### src/common/clint_pkg.sv
package clint_pkg;

    // bus widths
    localparam int ADDR_W = 16;
    localparam int DATA_W = 32;
    localparam int STRB_W = 4;
    localparam int TIME_W = 64;

    // clocks per mtime tick
    localparam int MTIME_DIV = 4;
    localparam int PRESC_W = (MTIME_DIV > 1) ? $clog2(MTIME_DIV) : 1;
    localparam logic [PRESC_W-1:0] PRESC_LAST = PRESC_W'(MTIME_DIV - 1);

    // register map
    localparam logic [ADDR_W-1:0] ADDR_MSIP        = 16'h0000;
    localparam logic [ADDR_W-1:0] ADDR_MTIMECMP_LO = 16'h4000;
    localparam logic [ADDR_W-1:0] ADDR_MTIMECMP_HI = 16'h4004;
    localparam logic [ADDR_W-1:0] ADDR_MTIME_LO    = 16'hBFF8;
    localparam logic [ADDR_W-1:0] ADDR_MTIME_HI    = 16'hBFFC;

    // keeps mtip low out of reset
    localparam logic [TIME_W-1:0] MTIMECMP_RESET = {TIME_W{1'b1}};

    typedef enum logic [2:0] {
        REG_MSIP,
        REG_MTIMECMP_LO,
        REG_MTIMECMP_HI,
        REG_MTIME_LO,
        REG_MTIME_HI,
        REG_NONE
    } clint_reg_e;

    typedef enum logic [1:0] {
        RESP_OKAY   = 2'b00,
        RESP_SLVERR = 2'b10
    } axi_resp_e;

    typedef enum logic [1:0] {
        ST_IDLE,
        ST_READ_RESP,
        ST_WRITE_DATA,
        ST_WRITE_RESP
    } ctrl_state_e;

    typedef struct packed {
        logic              en;
        clint_reg_e        sel;
        logic [DATA_W-1:0] data;
        logic [STRB_W-1:0] strb;
    } clint_wr_t;

    // byte lanes with strb set take the new word
    function automatic logic [DATA_W-1:0] strb_merge(
        input logic [DATA_W-1:0] old_word,
        input logic [DATA_W-1:0] new_word,
        input logic [STRB_W-1:0] strb
    );
        logic [DATA_W-1:0] merged;
        merged = old_word;
        for (int i = 0; i < STRB_W; i++) begin
            if (strb[i]) begin
                merged[8*i +: 8] = new_word[8*i +: 8];
            end
        end
        return merged;
    endfunction

endpackage

### src/clint/clint_cmp.sv
`timescale 1ns/1ps

module clint_cmp (
    input  logic                          clk,
    input  logic                          rst_n,
    input  clint_pkg::clint_wr_t          wr,
    input  logic [clint_pkg::TIME_W-1:0]  mtime,
    output logic [clint_pkg::TIME_W-1:0]  mtimecmp,
    output logic                          mtip
);

    localparam int DW = clint_pkg::DATA_W;
    localparam int TW = clint_pkg::TIME_W;

    logic [TW-1:0]  cmp_q;
    logic           mtip_q;
    logic           wr_lo;
    logic           wr_hi;

    assign wr_lo = wr.en && (wr.sel == clint_pkg::REG_MTIMECMP_LO);
    assign wr_hi = wr.en && (wr.sel == clint_pkg::REG_MTIMECMP_HI);

    always_ff @(posedge clk) begin
        if (!rst_n) begin
            cmp_q <= clint_pkg::MTIMECMP_RESET;
        end else if (wr_lo) begin
            cmp_q[DW-1:0] <= clint_pkg::strb_merge(cmp_q[DW-1:0], wr.data, wr.strb);
        end else if (wr_hi) begin
            cmp_q[TW-1:DW] <= clint_pkg::strb_merge(cmp_q[TW-1:DW], wr.data, wr.strb);
        end
    end

    // unsigned compare, registered
    // lags a change in either operand by one cycle
    always_ff @(posedge clk) begin
        if (!rst_n) begin
            mtip_q <= 1'b0;
        end else begin
            mtip_q <= (mtime >= cmp_q);
        end
    end

    assign mtimecmp = cmp_q;
    assign mtip     = mtip_q;

endmodule

### src/clint/clint_mtime.sv
`timescale 1ns/1ps

module clint_mtime (
    input  logic                          clk,
    input  logic                          rst_n,
    input  clint_pkg::clint_wr_t          wr,
    output logic [clint_pkg::TIME_W-1:0]  mtime
);

    localparam int DW = clint_pkg::DATA_W;
    localparam int TW = clint_pkg::TIME_W;

    logic [TW-1:0]                  mtime_q;
    logic [clint_pkg::PRESC_W-1:0]  presc_q;
    logic                           tick;
    logic                           wr_lo;
    logic                           wr_hi;

    assign tick  = (presc_q == clint_pkg::PRESC_LAST);
    assign wr_lo = wr.en && (wr.sel == clint_pkg::REG_MTIME_LO);
    assign wr_hi = wr.en && (wr.sel == clint_pkg::REG_MTIME_HI);

    // software write beats the tick and restarts the prescaler
    always_ff @(posedge clk) begin
        if (!rst_n) begin
            mtime_q <= '0;
            presc_q <= '0;
        end else if (wr_lo) begin
            mtime_q[DW-1:0] <= clint_pkg::strb_merge(mtime_q[DW-1:0], wr.data, wr.strb);
            presc_q         <= '0;
        end else if (wr_hi) begin
            mtime_q[TW-1:DW] <= clint_pkg::strb_merge(mtime_q[TW-1:DW], wr.data, wr.strb);
            presc_q          <= '0;
        end else if (tick) begin
            mtime_q <= mtime_q + 1'b1;
            presc_q <= '0;
        end else begin
            presc_q <= presc_q + 1'b1;
        end
    end

    assign mtime = mtime_q;

endmodule

### src/clint/clint_regmux.sv
`timescale 1ns/1ps

module clint_regmux (
    input  logic                          clk,
    input  logic                          rst_n,
    input  clint_pkg::clint_wr_t          wr,
    input  clint_pkg::clint_reg_e         rd_sel,
    input  logic                          rd_load,
    input  logic [clint_pkg::TIME_W-1:0]  mtime,
    input  logic [clint_pkg::TIME_W-1:0]  mtimecmp,
    output logic [clint_pkg::DATA_W-1:0]  rdata,
    output logic                          msip
);

    localparam int DW = clint_pkg::DATA_W;
    localparam int TW = clint_pkg::TIME_W;

    logic           msip_q;
    logic           wr_msip;
    logic [DW-1:0]  rdata_q;
    logic [DW-1:0]  rd_word;

    // only bit 0 of byte lane 0 is implemented
    assign wr_msip = wr.en && (wr.sel == clint_pkg::REG_MSIP) && wr.strb[0];

    always_ff @(posedge clk) begin
        if (!rst_n) begin
            msip_q <= 1'b0;
        end else if (wr_msip) begin
            msip_q <= wr.data[0];
        end
    end

    always_comb begin
        case (rd_sel)
            clint_pkg::REG_MSIP:        rd_word = {{(DW-1){1'b0}}, msip_q};
            clint_pkg::REG_MTIMECMP_LO: rd_word = mtimecmp[DW-1:0];
            clint_pkg::REG_MTIMECMP_HI: rd_word = mtimecmp[TW-1:DW];
            clint_pkg::REG_MTIME_LO:    rd_word = mtime[DW-1:0];
            clint_pkg::REG_MTIME_HI:    rd_word = mtime[TW-1:DW];
            default:                    rd_word = '0;
        endcase
    end

    // held until the next read address handshake
    always_ff @(posedge clk) begin
        if (rd_load) begin
            rdata_q <= rd_word;
        end
    end

    assign rdata = rdata_q;
    assign msip  = msip_q;

endmodule

### src/rtl/axi_lite_clint_ctrl.sv
`timescale 1ns/1ps

module axi_lite_clint_ctrl (
    input  logic                          clk,
    input  logic                          rst_n,
    // AR
    input  logic [clint_pkg::ADDR_W-1:0]  araddr,
    input  logic                          arvalid,
    output logic                          arready,
    // R
    output clint_pkg::axi_resp_e          rresp,
    output logic                          rvalid,
    input  logic                          rready,
    // AW
    input  logic [clint_pkg::ADDR_W-1:0]  awaddr,
    input  logic                          awvalid,
    output logic                          awready,
    // W
    input  logic [clint_pkg::DATA_W-1:0]  wdata,
    input  logic [clint_pkg::STRB_W-1:0]  wstrb,
    input  logic                          wvalid,
    output logic                          wready,
    // B
    output clint_pkg::axi_resp_e          bresp,
    output logic                          bvalid,
    input  logic                          bready,
    // datapath side
    output clint_pkg::clint_wr_t          wr,
    output clint_pkg::clint_reg_e         rd_sel,
    output logic                          rd_load
);

    clint_pkg::ctrl_state_e  state;
    clint_pkg::clint_reg_e   aw_sel;
    clint_pkg::clint_reg_e   wr_sel_q;
    clint_pkg::axi_resp_e    resp_q;

    function automatic clint_pkg::clint_reg_e decode_addr(
        input logic [clint_pkg::ADDR_W-1:0] addr
    );
        clint_pkg::clint_reg_e sel;
        case (addr)
            clint_pkg::ADDR_MSIP:        sel = clint_pkg::REG_MSIP;
            clint_pkg::ADDR_MTIMECMP_LO: sel = clint_pkg::REG_MTIMECMP_LO;
            clint_pkg::ADDR_MTIMECMP_HI: sel = clint_pkg::REG_MTIMECMP_HI;
            clint_pkg::ADDR_MTIME_LO:    sel = clint_pkg::REG_MTIME_LO;
            clint_pkg::ADDR_MTIME_HI:    sel = clint_pkg::REG_MTIME_HI;
            default:                     sel = clint_pkg::REG_NONE;
        endcase
        return sel;
    endfunction

    function automatic clint_pkg::axi_resp_e resp_for(input clint_pkg::clint_reg_e sel);
        return (sel == clint_pkg::REG_NONE) ? clint_pkg::RESP_SLVERR : clint_pkg::RESP_OKAY;
    endfunction

    assign rd_sel = decode_addr(araddr);
    assign aw_sel = decode_addr(awaddr);

    // a pending read blocks the write address, read wins
    assign arready = (state == clint_pkg::ST_IDLE);
    assign awready = (state == clint_pkg::ST_IDLE) && !arvalid;
    assign wready  = (state == clint_pkg::ST_WRITE_DATA);
    assign rvalid  = (state == clint_pkg::ST_READ_RESP);
    assign bvalid  = (state == clint_pkg::ST_WRITE_RESP);
    assign rresp   = resp_q;
    assign bresp   = resp_q;

    // rdata gets registered on the AR edge
    assign rd_load = arready && arvalid;

    assign wr.en   = wready && wvalid;
    assign wr.sel  = wr_sel_q;
    assign wr.data = wdata;
    assign wr.strb = wstrb;

    always_ff @(posedge clk) begin
        if (!rst_n) begin
            state <= clint_pkg::ST_IDLE;
        end else begin
            case (state)
                clint_pkg::ST_IDLE: begin
                    if (arvalid) begin
                        state <= clint_pkg::ST_READ_RESP;
                    end else if (awvalid) begin
                        state <= clint_pkg::ST_WRITE_DATA;
                    end
                end
                clint_pkg::ST_READ_RESP: begin
                    if (rready) begin
                        state <= clint_pkg::ST_IDLE;
                    end
                end
                clint_pkg::ST_WRITE_DATA: begin
                    if (wvalid) begin
                        state <= clint_pkg::ST_WRITE_RESP;
                    end
                end
                clint_pkg::ST_WRITE_RESP: begin
                    if (bready) begin
                        state <= clint_pkg::ST_IDLE;
                    end
                end
                default: state <= clint_pkg::ST_IDLE;
            endcase
        end
    end

    // response and write target captured at the address handshake
    always_ff @(posedge clk) begin
        if (rd_load) begin
            resp_q <= resp_for(rd_sel);
        end else if (awready && awvalid) begin
            resp_q   <= resp_for(aw_sel);
            wr_sel_q <= aw_sel;
        end
    end

endmodule

### src/rtl/clint_top.sv
`timescale 1ns/1ps

module clint_top (
    input  logic                          clk,
    input  logic                          rst_n,
    // AR
    input  logic [clint_pkg::ADDR_W-1:0]  araddr,
    input  logic                          arvalid,
    output logic                          arready,
    // R
    output logic [clint_pkg::DATA_W-1:0]  rdata,
    output clint_pkg::axi_resp_e          rresp,
    output logic                          rvalid,
    input  logic                          rready,
    // AW
    input  logic [clint_pkg::ADDR_W-1:0]  awaddr,
    input  logic                          awvalid,
    output logic                          awready,
    // W
    input  logic [clint_pkg::DATA_W-1:0]  wdata,
    input  logic [clint_pkg::STRB_W-1:0]  wstrb,
    input  logic                          wvalid,
    output logic                          wready,
    // B
    output clint_pkg::axi_resp_e          bresp,
    output logic                          bvalid,
    input  logic                          bready,
    // interrupts
    output logic                          mtip,
    output logic                          msip
);

    clint_pkg::clint_wr_t              wr;
    clint_pkg::clint_reg_e             rd_sel;
    logic                              rd_load;
    logic [clint_pkg::TIME_W-1:0]      mtime;
    logic [clint_pkg::TIME_W-1:0]      mtimecmp;

    axi_lite_clint_ctrl u_ctrl (
        .clk     (clk),
        .rst_n   (rst_n),
        .araddr  (araddr),
        .arvalid (arvalid),
        .arready (arready),
        .rresp   (rresp),
        .rvalid  (rvalid),
        .rready  (rready),
        .awaddr  (awaddr),
        .awvalid (awvalid),
        .awready (awready),
        .wdata   (wdata),
        .wstrb   (wstrb),
        .wvalid  (wvalid),
        .wready  (wready),
        .bresp   (bresp),
        .bvalid  (bvalid),
        .bready  (bready),
        .wr      (wr),
        .rd_sel  (rd_sel),
        .rd_load (rd_load)
    );

    clint_mtime u_mtime (
        .clk   (clk),
        .rst_n (rst_n),
        .wr    (wr),
        .mtime (mtime)
    );

    clint_cmp u_cmp (
        .clk      (clk),
        .rst_n    (rst_n),
        .wr       (wr),
        .mtime    (mtime),
        .mtimecmp (mtimecmp),
        .mtip     (mtip)
    );

    clint_regmux u_regmux (
        .clk      (clk),
        .rst_n    (rst_n),
        .wr       (wr),
        .rd_sel   (rd_sel),
        .rd_load  (rd_load),
        .mtime    (mtime),
        .mtimecmp (mtimecmp),
        .rdata    (rdata),
        .msip     (msip)
    );

endmodule
### config.mk
export PLATFORM = sky130hd
export DESIGN_NAME = clint_top
export DESIGN_NICKNAME = d
export VERILOG_FILES = /design/src/common/clint_pkg.sv /design/src/clint/clint_cmp.sv /design/src/clint/clint_mtime.sv /design/src/clint/clint_regmux.sv /design/src/rtl/axi_lite_clint_ctrl.sv /design/src/rtl/clint_top.sv
export SDC_FILE = /design/constraint.sdc
export NUM_CORES = 1
export LEC_CHECK = 0
export BUFFER_PORTS_ARGS = -buffer_cell sky130_fd_sc_hd__buf_2
export CORE_ASPECT_RATIO = 1.1
export CORE_MARGIN = 1.5
export CORE_UTILIZATION = 25
export DETAILED_ROUTE_END_ITERATION = 10
export GPL_ROUTABILITY_DRIVEN = 1
export GPL_TIMING_DRIVEN = 0
export PLACE_DENSITY = 0.41
export RECOVER_POWER = 25
export SETUP_SLACK_MARGIN = 0.2
export SYNTH_ARGS = -nofsm -noshare
export SYNTH_HDL_FRONTEND = slang
export SYNTH_SLANG_ARGS = --single-unit
### constraint.sdc
create_clock -name clk -period 6.9 [get_ports clk]
set_input_delay 1.38 -clock clk [delete_from_list [all_inputs] [get_ports clk]]
set_output_delay 1.38 -clock clk [all_outputs]
set_load 0.05 [all_outputs]
# Word-level counts from Yosys, hierarchy flattened
# Index checks and enable logic that the tools add are counted.
dict set report op_classes {
  n_lt_le_gt_ge 1
  muxes 21
  reduce_logical 38
  n_eq_ne 35
  n_bitwise 4
  addsub 2
}
# operator count
set op_table {}
lappend op_table {{32-bit one-hot mux with 5 select lines} 1}
lappend op_table {{32-bit 2-to-1 mux} 3}
lappend op_table {{64-bit by 1-bit adder with 64-bit output, second input constant} 1}
lappend op_table {{16-bit by 15-bit == test with 1-bit output, second input constant} 4}
lappend op_table {{16-bit == test, second input constant} 4}
lappend op_table {{64-bit greater-or-equal comparator} 1}
lappend op_table {{64-bit 2-to-1 mux} 1}
lappend op_table {{3-bit AND reduction} 12}
lappend op_table {{16-bit logical NOT} 2}
lappend op_table {{8-bit 2-to-1 mux} 4}
lappend op_table {{3-bit one-hot mux with 5 select lines} 2}
lappend op_table {{2-bit 2-to-1 mux} 9}
lappend op_table {{2-bit != test, second input constant} 9}
lappend op_table {{3-bit by 2-bit == test with 1-bit output, second input constant} 4}
lappend op_table {{3-bit == test, second input constant} 4}
lappend op_table {{1-bit logical AND} 10}
lappend op_table {{2-bit AND reduction} 5}
lappend op_table {{2-bit one-hot mux with 4 select lines} 1}
lappend op_table {{2-bit == test, second input constant} 3}
lappend op_table {{3-bit by 1-bit == test with 1-bit output, second input constant} 2}
lappend op_table {{3-bit logical NOT} 2}
lappend op_table {{2-bit by 1-bit != test with 1-bit output, second input constant} 3}
lappend op_table {{2-bit nonzero test} 3}
lappend op_table {{1-bit inverter} 4}
lappend op_table {{7 further kinds} 7}
dict set report totals {
  elab_cells 124
  regBits 171
  inputBits 75
  out_inout_bits 43
}

# Longest topological paths before layout
# Gate-level depths: netlist of the first run.
dict set report logic_depth {
  ltp_word 6
  ltp_mapped 10
  ltp_nobuf 8
}

# Modules after synthesis
# From an unflattened synthesis of the first run, not the netlist that was laid out.
dict set report unflattened {
  hier_cells 1358
  area_unflattened_um2 11159.5
}
# mod seq_area_each_um2 area_per_inst_um2 cells_per_inst instances
set by_module_without_submodules {}
lappend by_module_without_submodules {clint_mtime 1321.3 4519.3 640 1}
lappend by_module_without_submodules {clint_cmp 1301.2 3804.9 457 1}
lappend by_module_without_submodules {clint_regmux 980.9 1988.2 156 1}
lappend by_module_without_submodules {axi_lite_clint_ctrl 160.2 847.1 105 1}

# Least setup slack after synthesis of the first run
# Ideal clock, no wire load.
dict set report synth_timing {
  kind {input to output}
  startpoint {input arvalid}
  endpoint {output awready}
  required_ps 5520
  t_arrival_ps 2425
  n_path_buf 0
  setup_slack_ps 3095
  cell_stages 1
  cell_sequence {nor3_1}
}
dict set report synth_between {
  elab_chain_len 2
}
# item line_no
set synth_lines {}
lappend synth_lines {{start, declared} clint_top.sv:8} ;# input logic arvalid,
lappend synth_lines {{1-bit logical NOT} axi_lite_clint_ctrl.sv:62} ;# assign awready = (state == clint_pkg::ST_IDLE) && !arvalid;
lappend synth_lines {{1-bit logical AND} axi_lite_clint_ctrl.sv:62}
lappend synth_lines {{end, declared} clint_top.sv:18} ;# output logic awready,
# Every way passes these cells.

# Final worst setup path of the first run
dict set report layout_timing {
  startpoint {input araddr[2] (netlist bit)}
  endpoint {register u_regmux.rdata_q[30], in the netlist u_regmux.rdata[30], data pin}
}
dict set report layout_between {
  elab_chain_len 4
  word_cells_on_any_way 12
  classes_between {8 x eq/ne; 2 x mux; 2 x reduce/logical}
}
# item line_no
set layout_lines {}
lappend layout_lines {{start, declared} clint_top.sv:7} ;# input logic [clint_pkg::ADDR_W-1:0] araddr,
lappend layout_lines {{16-bit == test, or another cell as far along} axi_lite_clint_ctrl.sv:42} ;# case (addr)
lappend layout_lines {{3-bit one-hot mux with 5 select lines (*)} axi_lite_clint_ctrl.sv:42}
lappend layout_lines {{3-bit == test, or another cell as far along} clint_regmux.sv:35} ;# case (rd_sel)
lappend layout_lines {{32-bit one-hot mux with 5 select lines (*)} clint_regmux.sv:35}
lappend layout_lines {{net u_regmux.rd_word[30]} clint_regmux.sv:21} ;# logic [DW-1:0] rd_word;
lappend layout_lines {{end signal, assigned} clint_regmux.sv:48} ;# rdata_q <= rd_word;
lappend layout_lines {{end, declared} clint_regmux.sv:20} ;# logic [DW-1:0] rdata_q;
# The timed path passes the listed nets; every way through them passes the cells marked *.
# A chain may end at the register's enable or synchronous reset.

==> impl_metrics.csv, run 1 <==
group,metric,value,unit
flow_run,maxCapViolations,1,
detailed_routing,avgViaCountPerCell,5.440,
yosys,syn-instance-count,1345,
die,start_util,25.36,%
yosys,synth-edff-count,36,
yosys,synth_cell_types,72,
setup_path,path_cells,"clkbuf_1 -> buf_1 -> buf_1 -> mux2i_1 -> o22ai_1",
power_and_ir_drop,p_per_area,185.4,nW/um^2
yosys,ys_seq_elements,170,
cells_and_area,area_growth,17.44,%
cells_and_area,finalNetCount,1623,
yosys,post-synth-top-area-cell,"dfxtp_1",
yosys,syn_area,10750,um^2
yosys,yosysWarningCount,0,
cells_and_area,antenna_cells,0,
timing,fin_worst_skew,0.01350,ns
cells_and_area,drive_above_1_share,10.17,%
clocking,htreeDepth,4,
yosys,synth_ff_type,"dfxtp_1",
power_and_ir_drop,clock_power_share,42.5,%
global_route,overflow,0,
timing,relSlewSlack,0.5733,%
yosys,synthTopCellsByCount,"173 x nand2_1, 170 x nand3_1, 134 x dfxtp_1",
run_status,status,"finished, violations left",
setup_path,crit_family,"buffers and inverters",
detailed_routing,ant_nets,0,
run_status,violations,"max-capacitance violations",
yosys,avgSynthCellArea,7.995,um^2
die,dieHeight,220.5,um
hold_path,hold_start,"u_mtime.presc_q[0]",
clocking,path_clk_slew,0.07,ns
yosys,ys_seq_area_share,35.00,%
timing,worstMarginPinSlew,1.491,ns
timing,fin_hold_ws,0.4352,ns
setup_path,worstSetupPathType,"in2reg",
die,die_w,200.7,um
die,die_area,44270,um^2
global_route,grt_max_degree,22,
timing,fin_crit_sh,54.77,%
global_route,grt_usage,22.25,%
setup_path,slowest_delay,1.04,ns
yosys,netlist.area_leader.share,24.95,%
setup_path,r2r-end,"u_cmp.mtip",
power_and_ir_drop,total_leakage_power,0.005624,uW
setup_path,cp-end-kind,"flip-flop",
detailed_routing,post-route-drc-count,0,
global_route,antenna_found_initial,0,
detailed_routing,drt_iter0_markers,1019,
detailed_routing,wire_per_inst,24.06,um
setup_path,rrSetupSlack,3.45,ns
setup_path,slowest_stage,"buf_1",
clocking,cts-buffers-inserted,17,
global_route,grt_pass1_vias,10530,
yosys,async_reset_ff_share,0,%
clocking,cts_resized,0,
yosys,yosysMostFrequentCell,"nand2_1",
global_route,grt_pass1_wl,71480,um
setup_path,path_max_fanout,10,
clocking,holdBufCountCts,0,
clocking,clock_sinks,170,
setup_path,critPathRequiredTime,7.05,ns
setup_path,arrival,3.93,ns
die,io_pins,118,
hold_path,hold_path.class,"reg2reg",
setup_path,worstSetupStartpointType,"input port",
detailed_routing,first_pass_iters,5,
detailed_routing,num_vias,11220,
placement,dpl.hpwl,37030,um
yosys,ys_top_cells_by_area,"dfxtp_1 25%, edfxtp_1 10%, nand3_1 7.9%",
timing,timing.final.max_slew_violations,0,
clocking,cts_root_buf,"clkbuf_16",
power_and_ir_drop,sw_frac_of_total,30.72,%
setup_path,cp_num_buf_inv,3,
detailed_routing,wl,49610,um
setup_path,r2r-start,"u_mtime.mtime[0]",
timing,setup_violations,0,
power_and_ir_drop,p_sw,719.3,uW
die,rows,79,
clocking,clockBufferDepth,2,
die,core,42400,um^2
power_and_ir_drop,max-vdd-ir-drop,0.1497,mV
setup_path,rr_worst_depth,8,
placement,gp_congestion,0.9148,
power_and_ir_drop,power_frac_seq,45.2,%
clocking,clock_latency,0.47,ns
hold_path,hold_depth,1,
timing,timing.fmax,0.2646,GHz
timing,hold_violations,0,
power_and_ir_drop,p_comb_share,12.3,%
power_and_ir_drop,p_int,1622,uW
hold_path,min_to,"u_mtime.presc_q[0]",
timing,rsz0062_at_grt,"false",
clocking,cts_tree,"yes",
placement,io_buffer_count,113,
timing,fin_crit,3.779,ns
timing,finalSetupTns,0,ns
clocking,postCtsSetupBuffers,0,
setup_path,path_common_cell,"buf_1",
## per-layer routing
metal,vias to the layer above,global-route usage (%),wire [um]
li1,5277,-,-
met1,5372,29.71,22450
met2,476,35.31,21870
met3,92,3.461,3224
met4,0,10.43,2063
met5,-,0,0
## worst max path at each step
stage                         end  startpoint  depth (start not counted)
2_1_floorplan             awready     arvalid                          1
3_3_place_gp   u_cmp.mtimecmp[33]      wvalid                          7
3_5_place_dp    u_mtime.mtime[21]      wvalid                          8
4_1_cts         u_mtime.mtime[21]      wvalid                          8
5_1_grt        u_regmux.rdata[13]     arvalid                          3
6_report       u_regmux.rdata[30]   araddr[2]                          5
## power groups by stage
stage	combinational, uW	sequential, uW	clock (uW)
3_3_place_gp	287	1080	0
5_1_grt	304	1060	1040
4_1_cts	292	1060	1010
3_5_place_dp	291	1080	0
6_report	288	1060	995
2_1_floorplan	117	1130	0
## metrics by stage
stage / setup WS [ns] / area (um^2) / power (uW) / instances / util, %
after floorplan: 3.095 / 10760 / 1245 / 1346 / -
after detailed placement: 2.533 / 12090 / 1372 / 2029 / 28.51
after global routing: 3.054 / 12630 / 2408 / 2062 / 29.78
final: 3.121 / 12630 / 2342 / 2062 / 29.78
after global placement: 1.718 / 12030 / 1368 / 2026 / 28.37
after CTS: 3.016 / 12670 / 2364 / 2061 / 29.88
## layout by cell type (no fill, tap or decap), types with 7 or more instances in the layout
master       n
nand2_1    173
a211oi_1    12
nor4_1      24
dfxtp_1    134
o22ai_1     43
buf_2       93
o211ai_1     8
nor3_1      21
and3_1      23
o21ai_0     50
mux2i_1     73
a21o_1       7
and4_1      10
nand3_1    170
edfxtp_1    36
or3_1        8
a22oi_1      8
o31ai_1     13
or4_1       10
a31oi_1     13
clkbuf_1    90
a21oi_1     82
clkbuf_16   18
ha_1        66
nand4_1     35
inv_1       72
o21a_1       8
nor2_1      73
buf_1        9
## kinds of logic (layout without fill, tap and decap cells)
kind of cell / Yosys count / in the layout / share of synthesized area, %
simple gates: 590 / 590 / 27.52
other cells: 1 / 2 / 0.03487
compound gates: 287 / 287 / 16.98
mux: 76 / 76 / 7.110
fa+ha+maj: 66 / 66 / 7.680
xor+xnor: 1 / 1 / 0.08147
buf+inv: 154 / 303 / 5.597
flops: 170 / 170 / 35.00
## final cells by class
class,count,area [um^2]
repair buffers,117,570.5
clock inverters,12,103.9
well taps,567,709.4
multi-input cells,1022,6401
plain buffers,82,331.6
clock buffers,20,478.0
fillers,4582,29780
flip-flops and latches,170,3764
inverters,72,270.3
## sequential cells by signal, indices dropped and copies added (netlist names)
register / cells
u_ctrl.wr_sel_q: 3
u_ctrl.state: 2
u_regmux.msip: 1
u_ctrl.bresp: 1
u_cmp.mtip: 1
u_regmux.rdata: 32
u_mtime.presc_q: 2
u_cmp.mtimecmp: 64
u_mtime.mtime: 64
Note: power is estimated with default switching activity, not from simulation.
==> run 2: changes to the inputs <==
--- a/config.mk
+++ b/config.mk
@@ -12,7 +12,7 @@
 export DETAILED_ROUTE_END_ITERATION = 10
 export GPL_ROUTABILITY_DRIVEN = 1
 export GPL_TIMING_DRIVEN = 0
-export PLACE_DENSITY = 0.41
+export PLACE_DENSITY = 0.42
 export RECOVER_POWER = 25
 export SETUP_SLACK_MARGIN = 0.2
 export SYNTH_ARGS = -nofsm -noshare
==> constraint.sdc (replaced) <==
create_clock -name clk -period 3.25 [get_ports clk]
set_input_delay 0.65 -clock clk [delete_from_list [all_inputs] [get_ports clk]]
set_output_delay 0.65 -clock clk [all_outputs]
set_load 0.05 [all_outputs]
==> impl_metrics.csv, run 2 (same netlist as run 1, synthesis figures left out) <==
group,metric,value,unit
flow_run,maxCapViolations,0,
detailed_routing,drt_iter0_markers,1124,
clocking,holdBufCountCts,0,
die,core,42400,um^2
setup_path,worstSetupPathType,"in2reg",
timing,relSlewSlack,11.55,%
die,die_w,200.7,um
cells_and_area,fin_util,30.09,%
detailed_routing,avgViaCountPerCell,5.430,
power_and_ir_drop,total_leakage_power,0.005671,uW
timing,fin_crit_sh,91.51,%
global_route,overflow,0,
detailed_routing,first_pass_iters,6,
placement,dpl.hpwl,36910,um
setup_path,critPathRequiredTime,3.41,ns
power_and_ir_drop,sw_frac_of_total,28.77,%
timing,timing.final.max_slew_violations,0,
timing,fin_hold_ws,0.4369,ns
detailed_routing,wl,49170,um
detailed_routing,wire_per_inst,23.83,um
timing,fin_worst_skew,0.01574,ns
die,start_util,25.36,%
die,io_pins,118,
power_and_ir_drop,p_sw,1501,uW
cells_and_area,fillers,4586,
cells_and_area,drive_above_1_share,10.29,%
timing,fin_crit,2.974,ns
timing,hold_violations,0,
clocking,htreeDepth,4,
cells_and_area,finalNetCount,1625,
power_and_ir_drop,power_frac_seq,43.1,%
cells_and_area,antenna_cells,0,
run_status,status,"completed",
placement,gp_congestion,0.9259,
clocking,path_clk_slew,0.07,ns
clocking,cts-buffers-inserted,17,
global_route,grt_pass1_wl,71960,um
power_and_ir_drop,p_per_area,408.7,nW/um^2
cells_and_area,final_cell_mix,"173 x nand2_1, 169 x nand3_1, 134 x dfxtp_1, 98 x clkbuf_1, 82 x a21oi_1",
cells_and_area,final_common_cell,"nand2_1",
power_and_ir_drop,finalPower,5216,uW
clocking,clockBufferDepth,2,
setup_path,path_max_fanout,10,
setup_path,arrival,3.13,ns
global_route,grt_pass1_vias,10700,
setup_path,worstSetupStartpointType,"input port",
die,rows,79,
detailed_routing,num_vias,11200,
power_and_ir_drop,clock_power_share,45.2,%
cells_and_area,area_growth,18.68,%
timing,setup_violations,0,
global_route,grt_usage,22.32,%
die,die_area,44270,um^2
cells_and_area,final_cells,2063,
clocking,cts_tree,"yes",
setup_path,rr_worst_depth,6,
hold_path,hold_depth,1,
clocking,clock_latency,0.47,ns
hold_path,hold_path.class,"reg2reg",
detailed_routing,ant_nets,0,
placement,io_buffer_count,113,
power_and_ir_drop,max-vdd-ir-drop,0.3286,mV
timing,timing.fmax,0.3362,GHz
setup_path,cp-end-kind,"flip-flop",
detailed_routing,post-route-drc-count,0,
power_and_ir_drop,p_comb_share,11.7,%
global_route,antenna_found_initial,0,
timing,worstMarginPinSlew,1.327,ns
power_and_ir_drop,p_int,3715,uW
timing,rsz0062_at_grt,"false",
timing,setup_ws,0.2760,ns
die,dieHeight,220.5,um
clocking,clock_sinks,170,
placement,placedCellCount,2029,
clocking,cts_root_buf,"clkbuf_16",
placement,pre_cts_ws,-0.3843,ns
global_route,grt_max_degree,22,
run 2: routing by layer:
layer | GRT usage, % | vias to the layer above | part of all wire (%)
met5 | 0 | - | 0
met4 | 9.524 | 0 | 4.0
met3 | 3.432 | 78 | 6.0
met2 | 35.79 | 440 | 44
met1 | 29.89 | 5403 | 46
li1 | - | 5282 | -
run 2: power groups by stage:
stage	Sequential [uW]	Clock (uW)	Combinational [uW]
2_1_floorplan	2400	0	248
3_3_place_gp	2300	0	608
3_5_place_dp	2290	0	615
4_1_cts	2250	2400	618
5_1_grt	2260	2470	646
6_report	2250	2360	609
run 2: through the flow:
step | cell area (um^2) | TNS, ns
after floorplan | 10760 | 0
after global placement | 12030 | -71.47
after detailed placement | 12090 | -10.07
after CTS | 12760 | 0
after global routing | 12760 | 0
final | 12760 | 0
run 2: critical path, stage by stage:
cell,delay [ns]
clkbuf_1,0.18
buf_1,0.75
buf_1,0.99
mux2i_1,0.39
o22ai_1,0.16
run 2: repair_timing:
action                     in CTS  in global routing
pin swaps                       0                  2
resized for setup               6                 14
setup buffers                   0                  3
setup endpoints to repair      42                 23
run 2: final timing paths:
check | start | slack [ns] | endpoint
worst max register to register | u_ctrl.wr_sel_q[0] | 0.29 | u_mtime.mtime[26]
worst min-delay path | u_mtime.presc_q[0] | 0.44 | u_mtime.presc_q[0]
worst min register to register | u_mtime.presc_q[0] | 0.44 | u_mtime.presc_q[0]
worst max-delay path | araddr[2] | 0.28 | u_regmux.rdata[30]
run 2: area by class of cell:
| class | count | area (um^2) | share of cell area [%] |
|---|---|---|---|
| Multi-Input combinational cell | 1022 | 6461 | 50.63 |
| Sequential cell | 170 | 3764 | 29.49 |
| Tap cell | 567 | 709.4 | 5.559 |
| Timing Repair Buffer | 119 | 573.1 | 4.491 |
| Clock buffer | 19 | 464.2 | 3.638 |
| Buffer | 82 | 337.8 | 2.647 |
| Inverter | 72 | 270.3 | 2.118 |
| Clock inverter | 12 | 181.4 | 1.422 |
==> run 3: changes to the inputs <==
--- a/config.mk
+++ b/config.mk
@@ -8,11 +8,11 @@
 export BUFFER_PORTS_ARGS = -buffer_cell sky130_fd_sc_hd__buf_2
 export CORE_ASPECT_RATIO = 1.1
 export CORE_MARGIN = 1.5
-export CORE_UTILIZATION = 25
+export CORE_UTILIZATION = 50
 export DETAILED_ROUTE_END_ITERATION = 10
 export GPL_ROUTABILITY_DRIVEN = 1
 export GPL_TIMING_DRIVEN = 0
-export PLACE_DENSITY = 0.42
+export PLACE_DENSITY = 0.72
 export RECOVER_POWER = 25
 export SETUP_SLACK_MARGIN = 0.2
 export SYNTH_ARGS = -nofsm -noshare
==> impl_metrics.csv, run 3 (same netlist as run 1, synthesis figures left out) <==
group,metric,value,unit
run_status,status,"completed",
setup_path,critPathRequiredTime,3.61,ns
timing,fin_worst_skew,0.01330,ns
clocking,htreeDepth,4,
die,start_util,50.65,%
global_route,grt_pass1_vias,10660,
power_and_ir_drop,p_int,3578,uW
power_and_ir_drop,max-vdd-ir-drop,0.3169,mV
global_route,overflow,0,
die,io_pins,118,
clocking,cts_tree,"yes",
die,die_area,22400,um^2
setup_path,worstSetupStartpointType,"flip-flop",
placement,dpl.hpwl,32250,um
global_route,grt_max_degree,22,
clocking,clock_sinks,170,
global_route,antenna_found_initial,0,
timing,rsz0062_at_grt,"false",
global_route,grt_pass1_wl,64450,um
setup_path,worstSetupPathType,"reg2reg",
cells_and_area,drive_above_1_share,9.826,%
power_and_ir_drop,p_sw,1474,uW
timing,fin_crit,2.981,ns
cells_and_area,finalNetCount,1624,
timing,fin_crit_sh,91.72,%
placement,placedCellCount,1752,
detailed_routing,first_pass_iters,6,
setup_path,arrival,3.34,ns
placement,io_buffer_count,113,
die,dieHeight,156.8,um
timing,hold_violations,0,
setup_path,rr_worst_depth,8,
power_and_ir_drop,clock_power_share,43.8,%
power_and_ir_drop,sw_frac_of_total,29.18,%
detailed_routing,post-route-drc-count,0,
power_and_ir_drop,p_per_area,408.6,nW/um^2
timing,fin_hold_ws,0.4389,ns
power_and_ir_drop,total_leakage_power,0.005633,uW
timing,setup_violations,0,
detailed_routing,avgViaCountPerCell,6.507,
cells_and_area,final_cells,1786,
die,die_w,142.8,um
setup_path,r2r-start,"u_ctrl.wr_sel_q[0]",
timing,worstMarginPinSlew,1.368,ns
detailed_routing,wl,43200,um
power_and_ir_drop,p_comb_share,11.7,%
detailed_routing,ant_nets,0,
cells_and_area,antenna_cells,0,
die,rows,56,
hold_path,min_to,"u_mtime.presc_q[0]",
hold_path,hold_start,"u_mtime.presc_q[0]",
cells_and_area,area_growth,14.99,%
clocking,cts-buffers-inserted,17,
detailed_routing,num_vias,11620,
detailed_routing,drt_iter0_markers,1298,
cells_and_area,final_common_cell,"nand2_1",
timing,timing.fmax,0.3355,GHz
clocking,path_clk_slew,0.08,ns
die,core,21230,um^2
timing,relSlewSlack,8.785,%
placement,gp_congestion,1.040,
setup_path,rrSetupSlack,0.27,ns
detailed_routing,wire_per_inst,24.19,um
power_and_ir_drop,power_frac_seq,44.5,%
timing,timing.final.max_slew_violations,0,
setup_path,cp-end-kind,"flip-flop",
clocking,clock_latency,0.45,ns
setup_path,path_max_fanout,10,
flow_run,maxCapViolations,0,
clocking,holdBufCountCts,0,
clocking,clockBufferDepth,2,
cells_and_area,final_cell_mix,"173 x nand2_1, 169 x nand3_1, 134 x dfxtp_1, 103 x clkbuf_1, 82 x a21oi_1",
clocking,cts_root_buf,"clkbuf_16",
hold_path,hold_path.class,"reg2reg",
setup_path,r2r-end,"u_mtime.mtime[8]",
global_route,grt_usage,39.17,%
hold_path,hold_depth,1,
-- run 3: per-stage QoR --
step | util [%] | setup TNS, ns | cell area, um^2 | setup WS [ns] | power [uW]
floorplan | - | 0 | 10760 | 0.5165 | 2643
global placement | 55.04 | -43.10 | 11690 | -0.7135 | 2872
detailed placement | 55.33 | -3.352 | 11750 | -0.2268 | 2885
CTS | 58.33 | 0 | 12380 | 0.1517 | 5040
global route | 58.24 | 0 | 12360 | 0.2076 | 5159
finish | 58.24 | 0 | 12360 | 0.2690 | 5053
-- run 3: power groups by stage --
stage / clock, uW / combinational (uW) / sequential [uW]
finish: 2210 / 593 / 2250
global route: 2280 / 620 / 2250
CTS: 2200 / 593 / 2250
detailed placement: 0 / 591 / 2290
global placement: 0 / 579 / 2290
floorplan: 0 / 248 / 2400
-- run 3: cell type report --
cell class / instances / area (um^2)
timing repair buffer: 118 / 561.8
clock inverter: 12 / 151.4
multi-input combinational: 1022 / 6455
clock buffer: 20 / 467.9
inverter: 72 / 270.3
buffer: 82 / 331.6
fill: 2042 / 8866
sequential: 170 / 3764
tap: 290 / 362.8
-- run 3: timing repair --
| item | 4_1_cts | 5_1_grt |
|---|---|---|
| setup endpoints to repair | 35 | 30 |
| setup buffers | 0 | 2 |
| pin swaps | 0 | 3 |
| gates resized for setup | 3 | 7 |
-- run 3: per-layer routing --
layer	vias up	wire, um	part of all wire (%)	GRT usage (%)
met1	5451	17570	41	51.72
met3	140	4588	11	7.650
met2	748	18750	43	60.56
met4	0	2291	5.3	20.42
met5	-	0	0	0
li1	5283	-	-	-
-- run 3: worst max path at each step --
stage                  startpoint           endpoint  slack (ns)  cells after the start
2_1_floorplan     u_ctrl.state[1]  u_mtime.mtime[63]        0.52                      9
3_3_place_gp               wvalid  u_cmp.mtimecmp[7]       -0.71                      7
3_5_place_dp               wvalid  u_mtime.mtime[60]       -0.23                      8
4_1_cts          u_mtime.mtime[0]         u_cmp.mtip        0.15                      8
5_1_grt        u_ctrl.wr_sel_q[2]   u_mtime.mtime[7]        0.21                      9
6_report       u_ctrl.wr_sel_q[0]   u_mtime.mtime[8]        0.27                      8
-- run 3: critical path, stage by stage (launching register included) --
cell and delay, ns:
edfxtp_1 0.47, and2_0 0.38, nand2_1 0.18, clkbuf_1 0.62
clkbuf_1 0.67, nand3_1 0.13, o21ai_0 0.19, nand2_1 0.08
a21oi_1 0.18
